===== src/common/lsu_pkg.sv =====
package lsu_pkg;

  // ------------------------------------------------------------
  // widths
  // ------------------------------------------------------------
  localparam int unsigned DataWidth    = 32;
  localparam int unsigned BeWidth      = 4;
  localparam int unsigned TransIdWidth = 3;
  localparam int unsigned CauseWidth   = 4;

  // ------------------------------------------------------------
  // types
  // ------------------------------------------------------------
  typedef logic [DataWidth-1:0]    word_t;
  typedef logic [DataWidth-1:0]    addr_t;
  typedef logic [BeWidth-1:0]      be_t;
  typedef logic [TransIdWidth-1:0] trans_id_t;
  typedef logic [CauseWidth-1:0]   exc_cause_t;

  // exception cause codes
  localparam exc_cause_t CauseLdMisaligned = 4'd4;
  localparam exc_cause_t CauseStMisaligned = 4'd6;

  // loads first, then stores
  typedef enum logic [2:0] {
    LB,
    LBU,
    LH,
    LHU,
    LW,
    SB,
    SH,
    SW
  } lsu_op_e;

  // both units walk the same four-phase sequence
  typedef enum logic [1:0] {
    IDLE,
    REQ,
    RELEASE,
    DONE
  } mem_state_e;

  typedef mem_state_e load_state_e;
  typedef mem_state_e store_state_e;

endpackage


===== src/load_store/load_unit.sv =====
`timescale 1ns/1ns

module load_unit
  import lsu_pkg::*;
(
  input  logic       clk_i,
  input  logic       rst_ni,
  input  logic       valid_i,
  input  addr_t      addr_i,
  input  be_t        be_i,
  input  lsu_op_e    op_i,
  input  trans_id_t  trans_id_i,
  input  logic       misaligned_i,
  input  logic       mem_ack_i,
  input  word_t      mem_rdata_i,
  output logic       ready_o,
  output logic       mem_req_o,
  output addr_t      mem_addr_o,
  output be_t        mem_be_o,
  output logic       load_valid_o,
  output trans_id_t  load_trans_id_o,
  output word_t      load_result_o,
  output logic       load_exc_o,
  output exc_cause_t load_cause_o
);

  load_state_e state_q;
  load_state_e state_d;
  lsu_op_e     op_q;
  word_t       rdata_q;
  logic        misaligned_q;
  logic [7:0]  sel_byte;
  logic [15:0] sel_half;
  word_t       ext_data;

  // ------------------------------------------------------------
  // four-phase handshake FSM
  // ------------------------------------------------------------
  always_comb begin
    state_d = state_q;
    case (state_q)
      IDLE:    if (valid_i) state_d = misaligned_i ? DONE : REQ;
      REQ:     if (mem_ack_i) state_d = RELEASE;
      RELEASE: if (!mem_ack_i) state_d = DONE;
      default: state_d = IDLE;
    endcase
  end

  always_ff @(posedge clk_i or negedge rst_ni) begin
    if (!rst_ni) begin
      state_q <= IDLE;
    end else begin
      state_q <= state_d;
    end
  end

  always_ff @(posedge clk_i) begin
    if (state_q == IDLE && valid_i) begin
      mem_addr_o      <= addr_i;
      mem_be_o        <= be_i;
      op_q            <= op_i;
      load_trans_id_o <= trans_id_i;
      misaligned_q    <= misaligned_i;
    end
    // read word is captured with the ack
    if (state_q == REQ && mem_ack_i) begin
      rdata_q <= mem_rdata_i;
    end
  end

  assign ready_o      = (state_q == IDLE);
  assign mem_req_o    = (state_q == REQ);
  assign load_valid_o = (state_q == DONE);

  // ------------------------------------------------------------
  // lane select and extension
  // ------------------------------------------------------------
  always_comb begin
    case (mem_addr_o[1:0])
      2'd0:    sel_byte = rdata_q[7:0];
      2'd1:    sel_byte = rdata_q[15:8];
      2'd2:    sel_byte = rdata_q[23:16];
      default: sel_byte = rdata_q[31:24];
    endcase
    sel_half = mem_addr_o[1] ? rdata_q[31:16] : rdata_q[15:0];
    case (op_q)
      LB:      ext_data = {{24{sel_byte[7]}}, sel_byte};
      LBU:     ext_data = {24'b0, sel_byte};
      LH:      ext_data = {{16{sel_half[15]}}, sel_half};
      LHU:     ext_data = {16'b0, sel_half};
      default: ext_data = rdata_q;
    endcase
  end

  // a faulting load reports its address instead of data
  assign load_result_o = misaligned_q ? mem_addr_o : ext_data;
  assign load_exc_o    = misaligned_q;
  assign load_cause_o  = misaligned_q ? CauseLdMisaligned : exc_cause_t'(0);

endmodule


===== src/load_store/store_unit.sv =====
`timescale 1ns/1ns

module store_unit
  import lsu_pkg::*;
(
  input  logic       clk_i,
  input  logic       rst_ni,
  input  logic       valid_i,
  input  addr_t      addr_i,
  input  be_t        be_i,
  input  trans_id_t  trans_id_i,
  input  word_t      wdata_i,
  input  logic       misaligned_i,
  input  logic       mem_ack_i,
  output logic       ready_o,
  output logic       mem_req_o,
  output addr_t      mem_addr_o,
  output be_t        mem_be_o,
  output word_t      mem_wdata_o,
  output logic       store_valid_o,
  output trans_id_t  store_trans_id_o,
  output logic       store_exc_o,
  output exc_cause_t store_cause_o
);

  store_state_e state_q;
  store_state_e state_d;
  word_t        lane_data;
  logic         misaligned_q;

  // low byte or half moves up to the addressed lane
  assign lane_data = wdata_i << {addr_i[1:0], 3'b000};

  // ------------------------------------------------------------
  // four-phase handshake FSM
  // ------------------------------------------------------------
  always_comb begin
    state_d = state_q;
    case (state_q)
      IDLE:    if (valid_i) state_d = misaligned_i ? DONE : REQ;
      REQ:     if (mem_ack_i) state_d = RELEASE;
      RELEASE: if (!mem_ack_i) state_d = DONE;
      default: state_d = IDLE;
    endcase
  end

  always_ff @(posedge clk_i or negedge rst_ni) begin
    if (!rst_ni) begin
      state_q <= IDLE;
    end else begin
      state_q <= state_d;
    end
  end

  always_ff @(posedge clk_i) begin
    if (state_q == IDLE && valid_i) begin
      mem_addr_o       <= addr_i;
      mem_be_o         <= be_i;
      mem_wdata_o      <= lane_data;
      store_trans_id_o <= trans_id_i;
      misaligned_q     <= misaligned_i;
    end
  end

  assign ready_o       = (state_q == IDLE);
  assign mem_req_o     = (state_q == REQ);
  assign store_valid_o = (state_q == DONE);
  assign store_exc_o   = misaligned_q;
  assign store_cause_o = misaligned_q ? CauseStMisaligned : exc_cause_t'(0);

endmodule


===== src/source/load_store_unit.sv =====
`timescale 1ns/1ns

module load_store_unit
  import lsu_pkg::*;
(
  input  logic       clk_i,
  input  logic       rst_ni,
  // issue
  input  logic       valid_i,
  output logic       ready_o,
  input  lsu_op_e    op_i,
  input  word_t      operand_a_i,
  input  word_t      imm_i,
  input  word_t      wdata_i,
  input  trans_id_t  trans_id_i,
  // load result
  output logic       load_valid_o,
  output trans_id_t  load_trans_id_o,
  output word_t      load_result_o,
  output logic       load_exc_o,
  output exc_cause_t load_cause_o,
  // store result
  output logic       store_valid_o,
  output trans_id_t  store_trans_id_o,
  output logic       store_exc_o,
  output exc_cause_t store_cause_o,
  // memory
  output logic       mem_req_o,
  output addr_t      mem_addr_o,
  output logic       mem_we_o,
  output be_t        mem_be_o,
  output word_t      mem_wdata_o,
  input  logic       mem_ack_i,
  input  word_t      mem_rdata_i
);

  logic      ld_valid;
  logic      ld_ready;
  logic      st_valid;
  logic      st_ready;
  addr_t     req_addr;
  be_t       req_be;
  lsu_op_e   req_op;
  word_t     req_wdata;
  trans_id_t req_trans_id;
  logic      req_misaligned;

  logic      ld_mem_req;
  logic      ld_mem_ack;
  addr_t     ld_mem_addr;
  be_t       ld_mem_be;
  word_t     ld_mem_rdata;
  logic      st_mem_req;
  logic      st_mem_ack;
  addr_t     st_mem_addr;
  be_t       st_mem_be;
  word_t     st_mem_wdata;

  lsu_issue u_issue (
    .clk_i           (clk_i),
    .rst_ni          (rst_ni),
    .valid_i         (valid_i),
    .op_i            (op_i),
    .operand_a_i     (operand_a_i),
    .imm_i           (imm_i),
    .wdata_i         (wdata_i),
    .trans_id_i      (trans_id_i),
    .ld_ready_i      (ld_ready),
    .st_ready_i      (st_ready),
    .ready_o         (ready_o),
    .ld_valid_o      (ld_valid),
    .st_valid_o      (st_valid),
    .req_addr_o      (req_addr),
    .req_be_o        (req_be),
    .req_op_o        (req_op),
    .req_wdata_o     (req_wdata),
    .req_trans_id_o  (req_trans_id),
    .req_misaligned_o(req_misaligned)
  );

  load_unit u_load (
    .clk_i          (clk_i),
    .rst_ni         (rst_ni),
    .valid_i        (ld_valid),
    .addr_i         (req_addr),
    .be_i           (req_be),
    .op_i           (req_op),
    .trans_id_i     (req_trans_id),
    .misaligned_i   (req_misaligned),
    .mem_ack_i      (ld_mem_ack),
    .mem_rdata_i    (ld_mem_rdata),
    .ready_o        (ld_ready),
    .mem_req_o      (ld_mem_req),
    .mem_addr_o     (ld_mem_addr),
    .mem_be_o       (ld_mem_be),
    .load_valid_o   (load_valid_o),
    .load_trans_id_o(load_trans_id_o),
    .load_result_o  (load_result_o),
    .load_exc_o     (load_exc_o),
    .load_cause_o   (load_cause_o)
  );

  store_unit u_store (
    .clk_i           (clk_i),
    .rst_ni          (rst_ni),
    .valid_i         (st_valid),
    .addr_i          (req_addr),
    .be_i            (req_be),
    .trans_id_i      (req_trans_id),
    .wdata_i         (req_wdata),
    .misaligned_i    (req_misaligned),
    .mem_ack_i       (st_mem_ack),
    .ready_o         (st_ready),
    .mem_req_o       (st_mem_req),
    .mem_addr_o      (st_mem_addr),
    .mem_be_o        (st_mem_be),
    .mem_wdata_o     (st_mem_wdata),
    .store_valid_o   (store_valid_o),
    .store_trans_id_o(store_trans_id_o),
    .store_exc_o     (store_exc_o),
    .store_cause_o   (store_cause_o)
  );

  mem_arbiter u_arb (
    .clk_i         (clk_i),
    .rst_ni        (rst_ni),
    .ld_mem_req_i  (ld_mem_req),
    .ld_mem_addr_i (ld_mem_addr),
    .ld_mem_be_i   (ld_mem_be),
    .ld_mem_ack_o  (ld_mem_ack),
    .ld_mem_rdata_o(ld_mem_rdata),
    .st_mem_req_i  (st_mem_req),
    .st_mem_addr_i (st_mem_addr),
    .st_mem_be_i   (st_mem_be),
    .st_mem_wdata_i(st_mem_wdata),
    .st_mem_ack_o  (st_mem_ack),
    .mem_req_o     (mem_req_o),
    .mem_addr_o    (mem_addr_o),
    .mem_we_o      (mem_we_o),
    .mem_be_o      (mem_be_o),
    .mem_wdata_o   (mem_wdata_o),
    .mem_ack_i     (mem_ack_i),
    .mem_rdata_i   (mem_rdata_i)
  );

endmodule


===== src/source/lsu_issue.sv =====
`timescale 1ns/1ns

module lsu_issue
  import lsu_pkg::*;
(
  input  logic      clk_i,
  input  logic      rst_ni,
  input  logic      valid_i,
  input  lsu_op_e   op_i,
  input  word_t     operand_a_i,
  input  word_t     imm_i,
  input  word_t     wdata_i,
  input  trans_id_t trans_id_i,
  input  logic      ld_ready_i,
  input  logic      st_ready_i,
  output logic      ready_o,
  output logic      ld_valid_o,
  output logic      st_valid_o,
  output addr_t     req_addr_o,
  output be_t       req_be_o,
  output lsu_op_e   req_op_o,
  output word_t     req_wdata_o,
  output trans_id_t req_trans_id_o,
  output logic      req_misaligned_o
);

  addr_t agu_addr;
  be_t   agu_be;
  logic  agu_misaligned;
  logic  valid_q;
  logic  active_q;
  logic  is_load;
  logic  take;

  // ------------------------------------------------------------
  // address generation, byte enable, alignment
  // ------------------------------------------------------------
  assign agu_addr = operand_a_i + imm_i;

  always_comb begin
    agu_be         = 4'b1111;
    agu_misaligned = 1'b0;
    case (op_i)
      LB, LBU, SB: agu_be = be_t'(4'b0001 << agu_addr[1:0]);
      LH, LHU, SH: begin
        agu_be         = be_t'(4'b0011 << agu_addr[1:0]);
        agu_misaligned = agu_addr[0];
      end
      default: begin
        agu_be         = 4'b1111;
        agu_misaligned = |agu_addr[1:0];
      end
    endcase
  end

  // ------------------------------------------------------------
  // one-entry request register
  // ------------------------------------------------------------
  assign is_load    = !(req_op_o inside {SB, SH, SW});
  assign ld_valid_o = valid_q & is_load;
  assign st_valid_o = valid_q & ~is_load;
  assign take       = (ld_valid_o & ld_ready_i) | (st_valid_o & st_ready_i);
  // no requests in the first cycle out of reset
  assign ready_o    = active_q & (~valid_q | take);

  always_ff @(posedge clk_i or negedge rst_ni) begin
    if (!rst_ni) begin
      valid_q  <= 1'b0;
      active_q <= 1'b0;
    end else begin
      active_q <= 1'b1;
      if (valid_i && ready_o) begin
        valid_q <= 1'b1;
      end else if (take) begin
        valid_q <= 1'b0;
      end
    end
  end

  always_ff @(posedge clk_i) begin
    if (valid_i && ready_o) begin
      req_addr_o       <= agu_addr;
      req_be_o         <= agu_be;
      req_op_o         <= op_i;
      req_wdata_o      <= wdata_i;
      req_trans_id_o   <= trans_id_i;
      req_misaligned_o <= agu_misaligned;
    end
  end

endmodule


===== src/source/mem_arbiter.sv =====
`timescale 1ns/1ns

module mem_arbiter
  import lsu_pkg::*;
(
  input  logic  clk_i,
  input  logic  rst_ni,
  // load path
  input  logic  ld_mem_req_i,
  input  addr_t ld_mem_addr_i,
  input  be_t   ld_mem_be_i,
  output logic  ld_mem_ack_o,
  output word_t ld_mem_rdata_o,
  // store path
  input  logic  st_mem_req_i,
  input  addr_t st_mem_addr_i,
  input  be_t   st_mem_be_i,
  input  word_t st_mem_wdata_i,
  output logic  st_mem_ack_o,
  // external memory port
  output logic  mem_req_o,
  output addr_t mem_addr_o,
  output logic  mem_we_o,
  output be_t   mem_be_o,
  output word_t mem_wdata_o,
  input  logic  mem_ack_i,
  input  word_t mem_rdata_i
);

  logic  gnt_ld_q;
  logic  gnt_st_q;
  logic  cur_req;
  addr_t sel_addr;

  assign cur_req = gnt_ld_q ? ld_mem_req_i : st_mem_req_i;

  // grant holds until the handshake has fully returned to zero
  always_ff @(posedge clk_i or negedge rst_ni) begin
    if (!rst_ni) begin
      gnt_ld_q <= 1'b0;
      gnt_st_q <= 1'b0;
    end else if (!gnt_ld_q && !gnt_st_q) begin
      if (ld_mem_req_i) begin
        gnt_ld_q <= 1'b1;
      end else if (st_mem_req_i) begin
        gnt_st_q <= 1'b1;
      end
    end else if (!cur_req && !mem_ack_i) begin
      gnt_ld_q <= 1'b0;
      gnt_st_q <= 1'b0;
    end
  end

  // ------------------------------------------------------------
  // port mux
  // ------------------------------------------------------------
  assign sel_addr    = gnt_st_q ? st_mem_addr_i : ld_mem_addr_i;
  assign mem_addr_o  = {sel_addr[DataWidth-1:2], 2'b00};
  assign mem_req_o   = (gnt_ld_q & ld_mem_req_i) | (gnt_st_q & st_mem_req_i);
  assign mem_we_o    = gnt_st_q;
  assign mem_be_o    = gnt_st_q ? st_mem_be_i : ld_mem_be_i;
  assign mem_wdata_o = st_mem_wdata_i;

  assign ld_mem_ack_o   = gnt_ld_q & mem_ack_i;
  assign st_mem_ack_o   = gnt_st_q & mem_ack_i;
  assign ld_mem_rdata_o = mem_rdata_i;

endmodule


===== config.mk =====
export PLATFORM = sky130hd
export DESIGN_NAME = load_store_unit
export DESIGN_NICKNAME = d
export VERILOG_FILES = /design/src/common/lsu_pkg.sv /design/src/load_store/load_unit.sv /design/src/load_store/store_unit.sv /design/src/source/load_store_unit.sv /design/src/source/lsu_issue.sv /design/src/source/mem_arbiter.sv
export SDC_FILE = /design/constraint.sdc
export NUM_CORES = 1
export LEC_CHECK = 0
export ABC_AREA = 1
export BUFFER_PORTS_ARGS = -buffer_cell sky130_fd_sc_hd__clkbuf_2
export CAP_MARGIN = 10
export CORE_MARGIN = 2
export CORE_UTILIZATION = 29
export DETAILED_ROUTE_END_ITERATION = 10
export GPL_TIMING_DRIVEN = 0
export MAX_ROUTING_LAYER = met4
export PLACE_DENSITY_LB_ADDON = 0.08
export SYNTH_ARGS = -nofsm -noshare
export SYNTH_HDL_FRONTEND = slang
export SYNTH_SLANG_ARGS = --single-unit

===== constraint.sdc =====
create_clock -name clk_i -period 15.4 [get_ports clk_i]
set_clock_uncertainty 0.15 [all_clocks]
set_input_delay 2.31 -clock clk_i [delete_from_list [all_inputs] [get_ports clk_i]]
set_output_delay 2.31 -clock clk_i [all_outputs]
set_load 0.01 [all_outputs]

* Word-level counts from Yosys, hierarchy flattened
Cells that the tools add are included.
Widths: inputs -> output; s select.
** Operators by class
- Equal/unequal tests :: 28
- Add/sub/neg operators :: 1
- Magnitude comparators :: 0
- Multiply operators :: 0
- Multiplexer cells :: 28
- Div/mod/pow operators :: 0
- Bitwise operators :: 13
- Shift-type cells :: 3
- Reductions and logical operators :: 26
** Operator list (number)
- $pmux 32 s4 :: 1
- $mux 32 :: 2
- $add 32x32->32 :: 1
- $shl 32x5->32 :: 1
- $pmux 8 s3 :: 1
- $mux 16 :: 1
- $eq 3x3->1 const B :: 5
- $mux 2 :: 7
- $ne 2x2->1 const B :: 7
- $eq 3x2->1 const B :: 4
- $pmux 2 s3 :: 2
- $eq 2x2->1 const B :: 5
- $and 1x1->1 :: 9
- $mux 1 :: 9
- $reduce_and 3->1 :: 3
- $pmux 4 s2 :: 1
- $eq 2x1->1 const B :: 3
- $eq 3x1->1 const B :: 2
- $logic_and 1x1->1 :: 6
- $logic_not 2->1 :: 3
- $logic_not 3->1 :: 2
- $mux 3 :: 2
- $reduce_or 3->1 :: 2
- $logic_not 1->1 :: 5
- other kinds (11) :: 15
** Storage, ports and cells
- Word-level logic and storage cells :: 122
- Bits of input ports :: 138
- Latch bits :: 0
- Flip-flop bits (word level) :: 230
- Memories kept :: 0
- Memory bits (read-only) :: 0
- Memory bits (writable) :: 0
- Output and inout port bits :: 121

* Depth between registers and ports, before layout
- Depth after elaboration :: 10
- Mapped depth :: 12
- Mapped depth without buffers :: 12

* Cells and area by module
A second synthesis with hierarchy kept.
** Unflattened totals
- Cell total of the unflattened synthesis :: 1417
- Area, all modules :: 12695.9 sq um
** By module, submodules not included
- lsu_issue :: area an instance 4824.6 sq um, times used 1, cells each 614, seq. area each 2302.2 sq um
- load_unit :: area an instance 3731.1 sq um, times used 1, cells each 371, seq. area each 2302.2 sq um
- store_unit :: area an instance 3069.2 sq um, times used 1, cells each 237, seq. area each 2212.1 sq um
- mem_arbiter :: area an instance 1071.0 sq um, times used 1, cells each 195, seq. area each 50.0 sq um

* Worst setup path before layout
Ideal clock, no wire load.
- Path type :: flip-flop to flip-flop
- From :: register u_store.state_q[0] (netlist bit)
- To :: register u_issue.req_addr_o[0] (enable)
- Clock period less this slack :: 11.875 ns
- Stages on the path, launching flop included :: 7
- Setup time :: 0.600 ns
- Data arrival time :: 11.125 ns
- Data required time :: 14.650 ns
- Setup slack :: 3.525 ns
- Buffers on the path :: 0
- Cell sequence :: dfrtp_1 > inv_1 > ha_1 > inv_1 > nor3_1 > nor3_1 > nor3_1
** Between the ends
- Cells in the longest elaborated chain, start to end :: 6
** RTL lines
- start: declaration :: RTL line store_unit.sv:26 : store_state_e state_q;
- start signal: assignment :: RTL line store_unit.sv:51 : state_q <= state_d;
- $logic_not 2->1 :: RTL line store_unit.sv:65 : assign ready_o = (state_q == IDLE);
- $and 1x1->1 :: RTL line lsu_issue.sv:62 : assign take = (ld_valid_o & ld_ready_i) | (st_valid_o & st_ready_i);
- $or 1x1->1 :: RTL line lsu_issue.sv:62
- $or 1x1->1 :: RTL line lsu_issue.sv:64 : assign ready_o = active_q & (~valid_q | take);
- $and 1x1->1 :: RTL line lsu_issue.sv:64
- $logic_and 1x1->1 :: RTL line lsu_issue.sv:81 : if (valid_i && ready_o) begin
- end signal: assignment :: RTL line lsu_issue.sv:82 : req_addr_o <= agu_addr;
- end: declaration :: RTL line lsu_issue.sv:19 : output addr_t req_addr_o,
No other way between the ends.
A chain may end at the register's enable or synchronous reset.

* Worst setup path in the final report
- From :: register u_issue.req_op_o[1]
- To :: output port ready_o
** Between the ends
- Cells in the longest elaborated chain, start to end :: 8
** RTL lines
- start: declaration :: RTL line lsu_issue.sv:21 : output lsu_op_e req_op_o,
- start signal: assignment :: RTL line lsu_issue.sv:84 : req_op_o <= op_i;
- $eq 3x3->1 :: RTL line lsu_issue.sv:59 : assign is_load = !(req_op_o inside {SB, SH, SW});
- $reduce_bool 3->1 (*) :: RTL line lsu_issue.sv:59
- $logic_not 1->1 :: RTL line lsu_issue.sv:59
- $and 1x1->1 :: RTL line lsu_issue.sv:60 : assign ld_valid_o = valid_q & is_load;
- $and 1x1->1 :: RTL line lsu_issue.sv:62
- $or 1x1->1 (*) :: RTL line lsu_issue.sv:62
- $or 1x1->1 (*) :: RTL line lsu_issue.sv:64
- $and 1x1->1 (*) :: RTL line lsu_issue.sv:64
- end: declaration :: RTL line load_store_unit.sv:10 : output logic ready_o,
Mark *: on every way between the ends. The rest lies on a longest branch, timed or not.

==> flow_summary.rst <==
.. list-table::
   :header-rows: 1

   * - Metric
     - Value
   * - Global router's overall resource usage
     - 17.32%
   * - Worst min-delay path category
     - reg -> reg
   * - Number of warnings issued by yosys
     - 0
   * - Internal cell power
     - 1.357 mW
   * - Port buffer count
     - 251
   * - Fraction of final layout cells sized beyond drive strength 1
     - 22.19%
   * - Count of hold buffers inserted by post-cts repair
     - 0
   * - Cell Rows
     - 73
   * - Clock transition at the register clock pins on the worst setup and hold paths after CTS
     - 0.06 ns
   * - Number of cells traversed by the worst register-to-register path
     - 9
   * - CTS-repair resized insts
     - 0
   * - PnR Total Power
     - 2.067 mW
   * - Crit path required time
     - 12.94 ns
   * - Final TNS setup
     - 0 ns
   * - Met3 usage
     - 2.663%
   * - Post-synthesis average cell area
     - 9.400 um^2
   * - Final core occ
     - 36.75%
   * - Residual DRC
     - 0
   * - Endpoint type of the worst setup path
     - output pin
   * - I/O Pins
     - 259
   * - Crit start category
     - register
   * - Switching fraction of total power
     - 34.33%
   * - Die height
     - 204.2 um
   * - Post-synthesis to final-layout area growth
     - 25.29%
   * - Proportion of register bits with asynchronous set or reset after synthesis
     - 3.509%
   * - Maximum number of buffers from clock root to sink
     - 3
   * - Layout Cells excl Fill
     - 2080
   * - Setup Fix Bufs, Post-CTS
     - 0
   * - Initial standard-cell utilization of the core
     - 29.33%
   * - Library cell occupying the most area in the post-synthesis netlist
     - sky130_fd_sc_hd__edfxtp_1
   * - First-pass detailed-route iteration total
     - 5
   * - Arr. time, crit path
     - 2.66 ns
   * - Synth area leaders
     - sky130_fd_sc_hd__edfxtp_1 (57%), sky130_fd_sc_hd__nand2_1 (13%), sky130_fd_sc_hd__inv_1 (6.8%)
   * - Number of global-route vias before repair
     - 8947
   * - Die area
     - 41710 um^2
   * - Maximum number of pins on one net before global-route repair
     - 27
   * - Worst max-slew margin expressed relative to the limit
     - 51.08%
   * - Commonest cells in the netlist
     - sky130_fd_sc_hd__nand2_1 (394), sky130_fd_sc_hd__edfxtp_1 (220), sky130_fd_sc_hd__inv_1 (212)
   * - Die Span X
     - 204.2 um
   * - Post-route clock period utilization
     - 33.25%
   * - Seq/Total Area, Yosys
     - 58.54%
   * - Worst-case hold slack
     - 0.2908 ns
   * - Number of synthesized register bits
     - 228
   * - Total Wirelength
     - 35150 um
   * - Setup CP Type
     - reg -> out
   * - Number of antenna violations at the first check in global routing
     - 0
   * - Result of the run
     - completed
   * - Maximum resistive drop on vdd
     - 0.07426 mV
   * - Worst slack, placed
     - 10.72 ns
   * - Peak Freq
     - 195.3 MHz
   * - Core ar.
     - 39640 um^2
   * - Number of unique standard cell types used by synthesis
     - 40
   * - Number of cells on the worst hold path
     - 0
   * - Top FF cell, synth
     - sky130_fd_sc_hd__edfxtp_1
   * - Reg power frac
     - 41.6%
   * - Hold Vio Cnt, Final
     - 0
   * - Max-cap violations
     - 0
   * - Cell with the most instances after synthesis
     - sky130_fd_sc_hd__nand2_1
   * - Max Slew Vio Count
     - 0
   * - Via density
     - 4.346
   * - Placed Cells
     - 2036
   * - Wire length of the first global-routing pass
     - 52560 um
   * - Clock buffer count from CTS
     - 24
   * - Worst setup margin
     - 10.28 ns
   * - Post-synth design cell area
     - 11630 um^2
   * - Via count
     - 9039
   * - Wirelength per Cell
     - 16.90 um
   * - Combinational power share
     - 31.1%
   * - Final global-route overflow total
     - 0
   * - Area after DPL
     - 13810 um^2
   * - Clock share of power
     - 27.2%
   * - EDFF count, synth
     - 220
   * - Routing usage on met2
     - 29.41%
   * - Summed area of non-filler cells in the final layout
     - 14570 um^2
   * - Unrepaired setup endpoints after global routing
     - false
   * - Sw power
     - 0.7094 mW
   * - Cell area power density
     - 141.9 nW/um^2
   * - Fin crit period
     - 5.121 ns
   * - Clock insertion delay at the later pin of the skew report
     - 0.52 ns
   * - Clock tree from TritonCTS
     - done
   * - Number of sinks on the clock net
     - 228
   * - Routability congestion estimate from global placement
     - 0.8609
   * - Number of setup violations in the final report
     - 0
   * - Total number of H-tree levels
     - 1
   * - Root buffer selected by CTS
     - sky130_fd_sc_hd__clkbuf_16
   * - Total Nets Final
     - 1717
   * - Residual antenna-violating net count after detailed routing
     - 0
   * - DRT iter0 DRCs
     - 380
   * - Global routing's busiest layer
     - met2
   * - Largest fanout on the critical path
     - 19
   * - Static leakage power
     - 6.851 nW
   * - Gate Count Post-Synth
     - 1237
   * - Portion of synthesized cell area occupied by the leading cell type
     - 56.82%
   * - DPL Wire Length
     - 28260 um
   * - Slew at the pin with the worst max-slew slack
     - 0.7320 ns
   * - Met1 track demand over resource
     - 21.91%
   * - Number of inserted diodes
     - 0
worst max-delay path, cell delays in order, from the launching register on:
cell	delay (ns)
sky130_fd_sc_hd__edfxtp_1	0.38
sky130_fd_sc_hd__o21ai_0	0.50
sky130_fd_sc_hd__nand2_1	0.20
sky130_fd_sc_hd__nor2_4	0.61
sky130_fd_sc_hd__nor3_1	0.18
sky130_fd_sc_hd__nor2_1	0.13
sky130_fd_sc_hd__clkbuf_2	0.14
state kept, by name (all words and copies together) (netlist names), 2 cells and up:
| register | cells |
|---|---|
| u_store.mem_be_o | 4 |
| u_store.mem_addr_o | 30 |
| u_load.rdata_q | 32 |
| u_load.mem_be_o | 4 |
| u_issue.req_trans_id_o | 3 |
| u_load.load_trans_id_o | 3 |
| u_store.state_q | 2 |
| u_issue.req_wdata_o | 32 |
| u_issue.req_op_o | 3 |
| u_issue.req_addr_o | 32 |
| u_issue.req_be_o | 4 |
| u_load.mem_addr_o | 32 |
| u_store.store_trans_id_o | 3 |
| u_store.mem_wdata_o | 32 |
| u_load.op_q | 3 |
| u_load.state_q | 2 |
per-layer routing:
metal / vias up / routed length (um)
met2: 199 / 17480
li1: 4622 / -
met3: 42 / 1673
met5: - / 0
met4: 0 / 597
met1: 4176 / 15400
path summary, 6_finish.rpt:
check	slack, ns	end	from
min in group asynchronous	1.48	u_issue.valid_q	rst_ni
hold / removal	0.29	u_load.mem_addr_o[13]	u_issue.req_addr_o[13]
hold reg to reg	0.29	u_load.mem_addr_o[13]	u_issue.req_addr_o[13]
max in group asynchronous	13.43	u_load.state_q[0]	rst_ni
setup / recovery	10.28	ready_o	u_issue.req_op_o[1]
setup reg to reg	11.81	u_issue.req_wdata_o[4]	u_issue.req_op_o[1]
cells by family after synthesis:
family | after synthesis | synth area share (%)
xor+xnor | 15 | 1.130
fa+ha+maj | 42 | 4.584
other cells | 2 | 0.06459
flops | 228 | 58.54
mux | 4 | 0.3444
compound gates | 187 | 9.136
simple gates | 505 | 17.32
buf+inv | 254 | 8.878
power by group through the flow:
stage	registers [mW]	clock network [mW]	logic [mW]
floorplan	0.880	0	0.351
global placement	0.899	0	0.626
detailed placement	0.873	0	0.659
CTS	0.861	0.583	0.662
global route	0.872	0.603	0.724
finish	0.860	0.563	0.643
cell type report:
type	instances	area [um^2]
clock inverter	14	115.1
inverter	215	807.0
clock buffer	30	644.4
multi-input combinational	761	3836
sequential	228	6807
fill	4154	25070
buffer	39	225.2
timing repair buffer	268	1476
tap	525	656.9
layout by cell type, fill, tap and decap left out, types with 3 or more instances in the layout:
| cell | instances |
|---|---|
| sky130_fd_sc_hd__a21oi_1 | 57 |
| sky130_fd_sc_hd__o22ai_1 | 6 |
| sky130_fd_sc_hd__conb_1 | 8 |
| sky130_fd_sc_hd__xnor2_1 | 3 |
| sky130_fd_sc_hd__xor2_1 | 12 |
| sky130_fd_sc_hd__o21ai_0 | 85 |
| sky130_fd_sc_hd__buf_2 | 6 |
| sky130_fd_sc_hd__clkbuf_16 | 25 |
| sky130_fd_sc_hd__inv_1 | 212 |
| sky130_fd_sc_hd__clkinv_1 | 8 |
| sky130_fd_sc_hd__nand3_1 | 34 |
| sky130_fd_sc_hd__buf_4 | 11 |
| sky130_fd_sc_hd__dfrtp_1 | 8 |
| sky130_fd_sc_hd__a22oi_1 | 8 |
| sky130_fd_sc_hd__mux2i_1 | 4 |
| sky130_fd_sc_hd__o211ai_1 | 3 |
| sky130_fd_sc_hd__o21ai_2 | 11 |
| sky130_fd_sc_hd__edfxtp_1 | 220 |
| sky130_fd_sc_hd__clkbuf_2 | 251 |
| sky130_fd_sc_hd__o21bai_1 | 5 |
| sky130_fd_sc_hd__buf_6 | 18 |
| sky130_fd_sc_hd__nor3_1 | 9 |
| sky130_fd_sc_hd__nand2_1 | 394 |
| sky130_fd_sc_hd__nor2_1 | 55 |
| sky130_fd_sc_hd__o31ai_1 | 5 |
| sky130_fd_sc_hd__ha_1 | 41 |
| sky130_fd_sc_hd__clkinv_2 | 5 |
| sky130_fd_sc_hd__clkbuf_1 | 22 |
No activity file was read; power rests on OpenSTA's default activity.
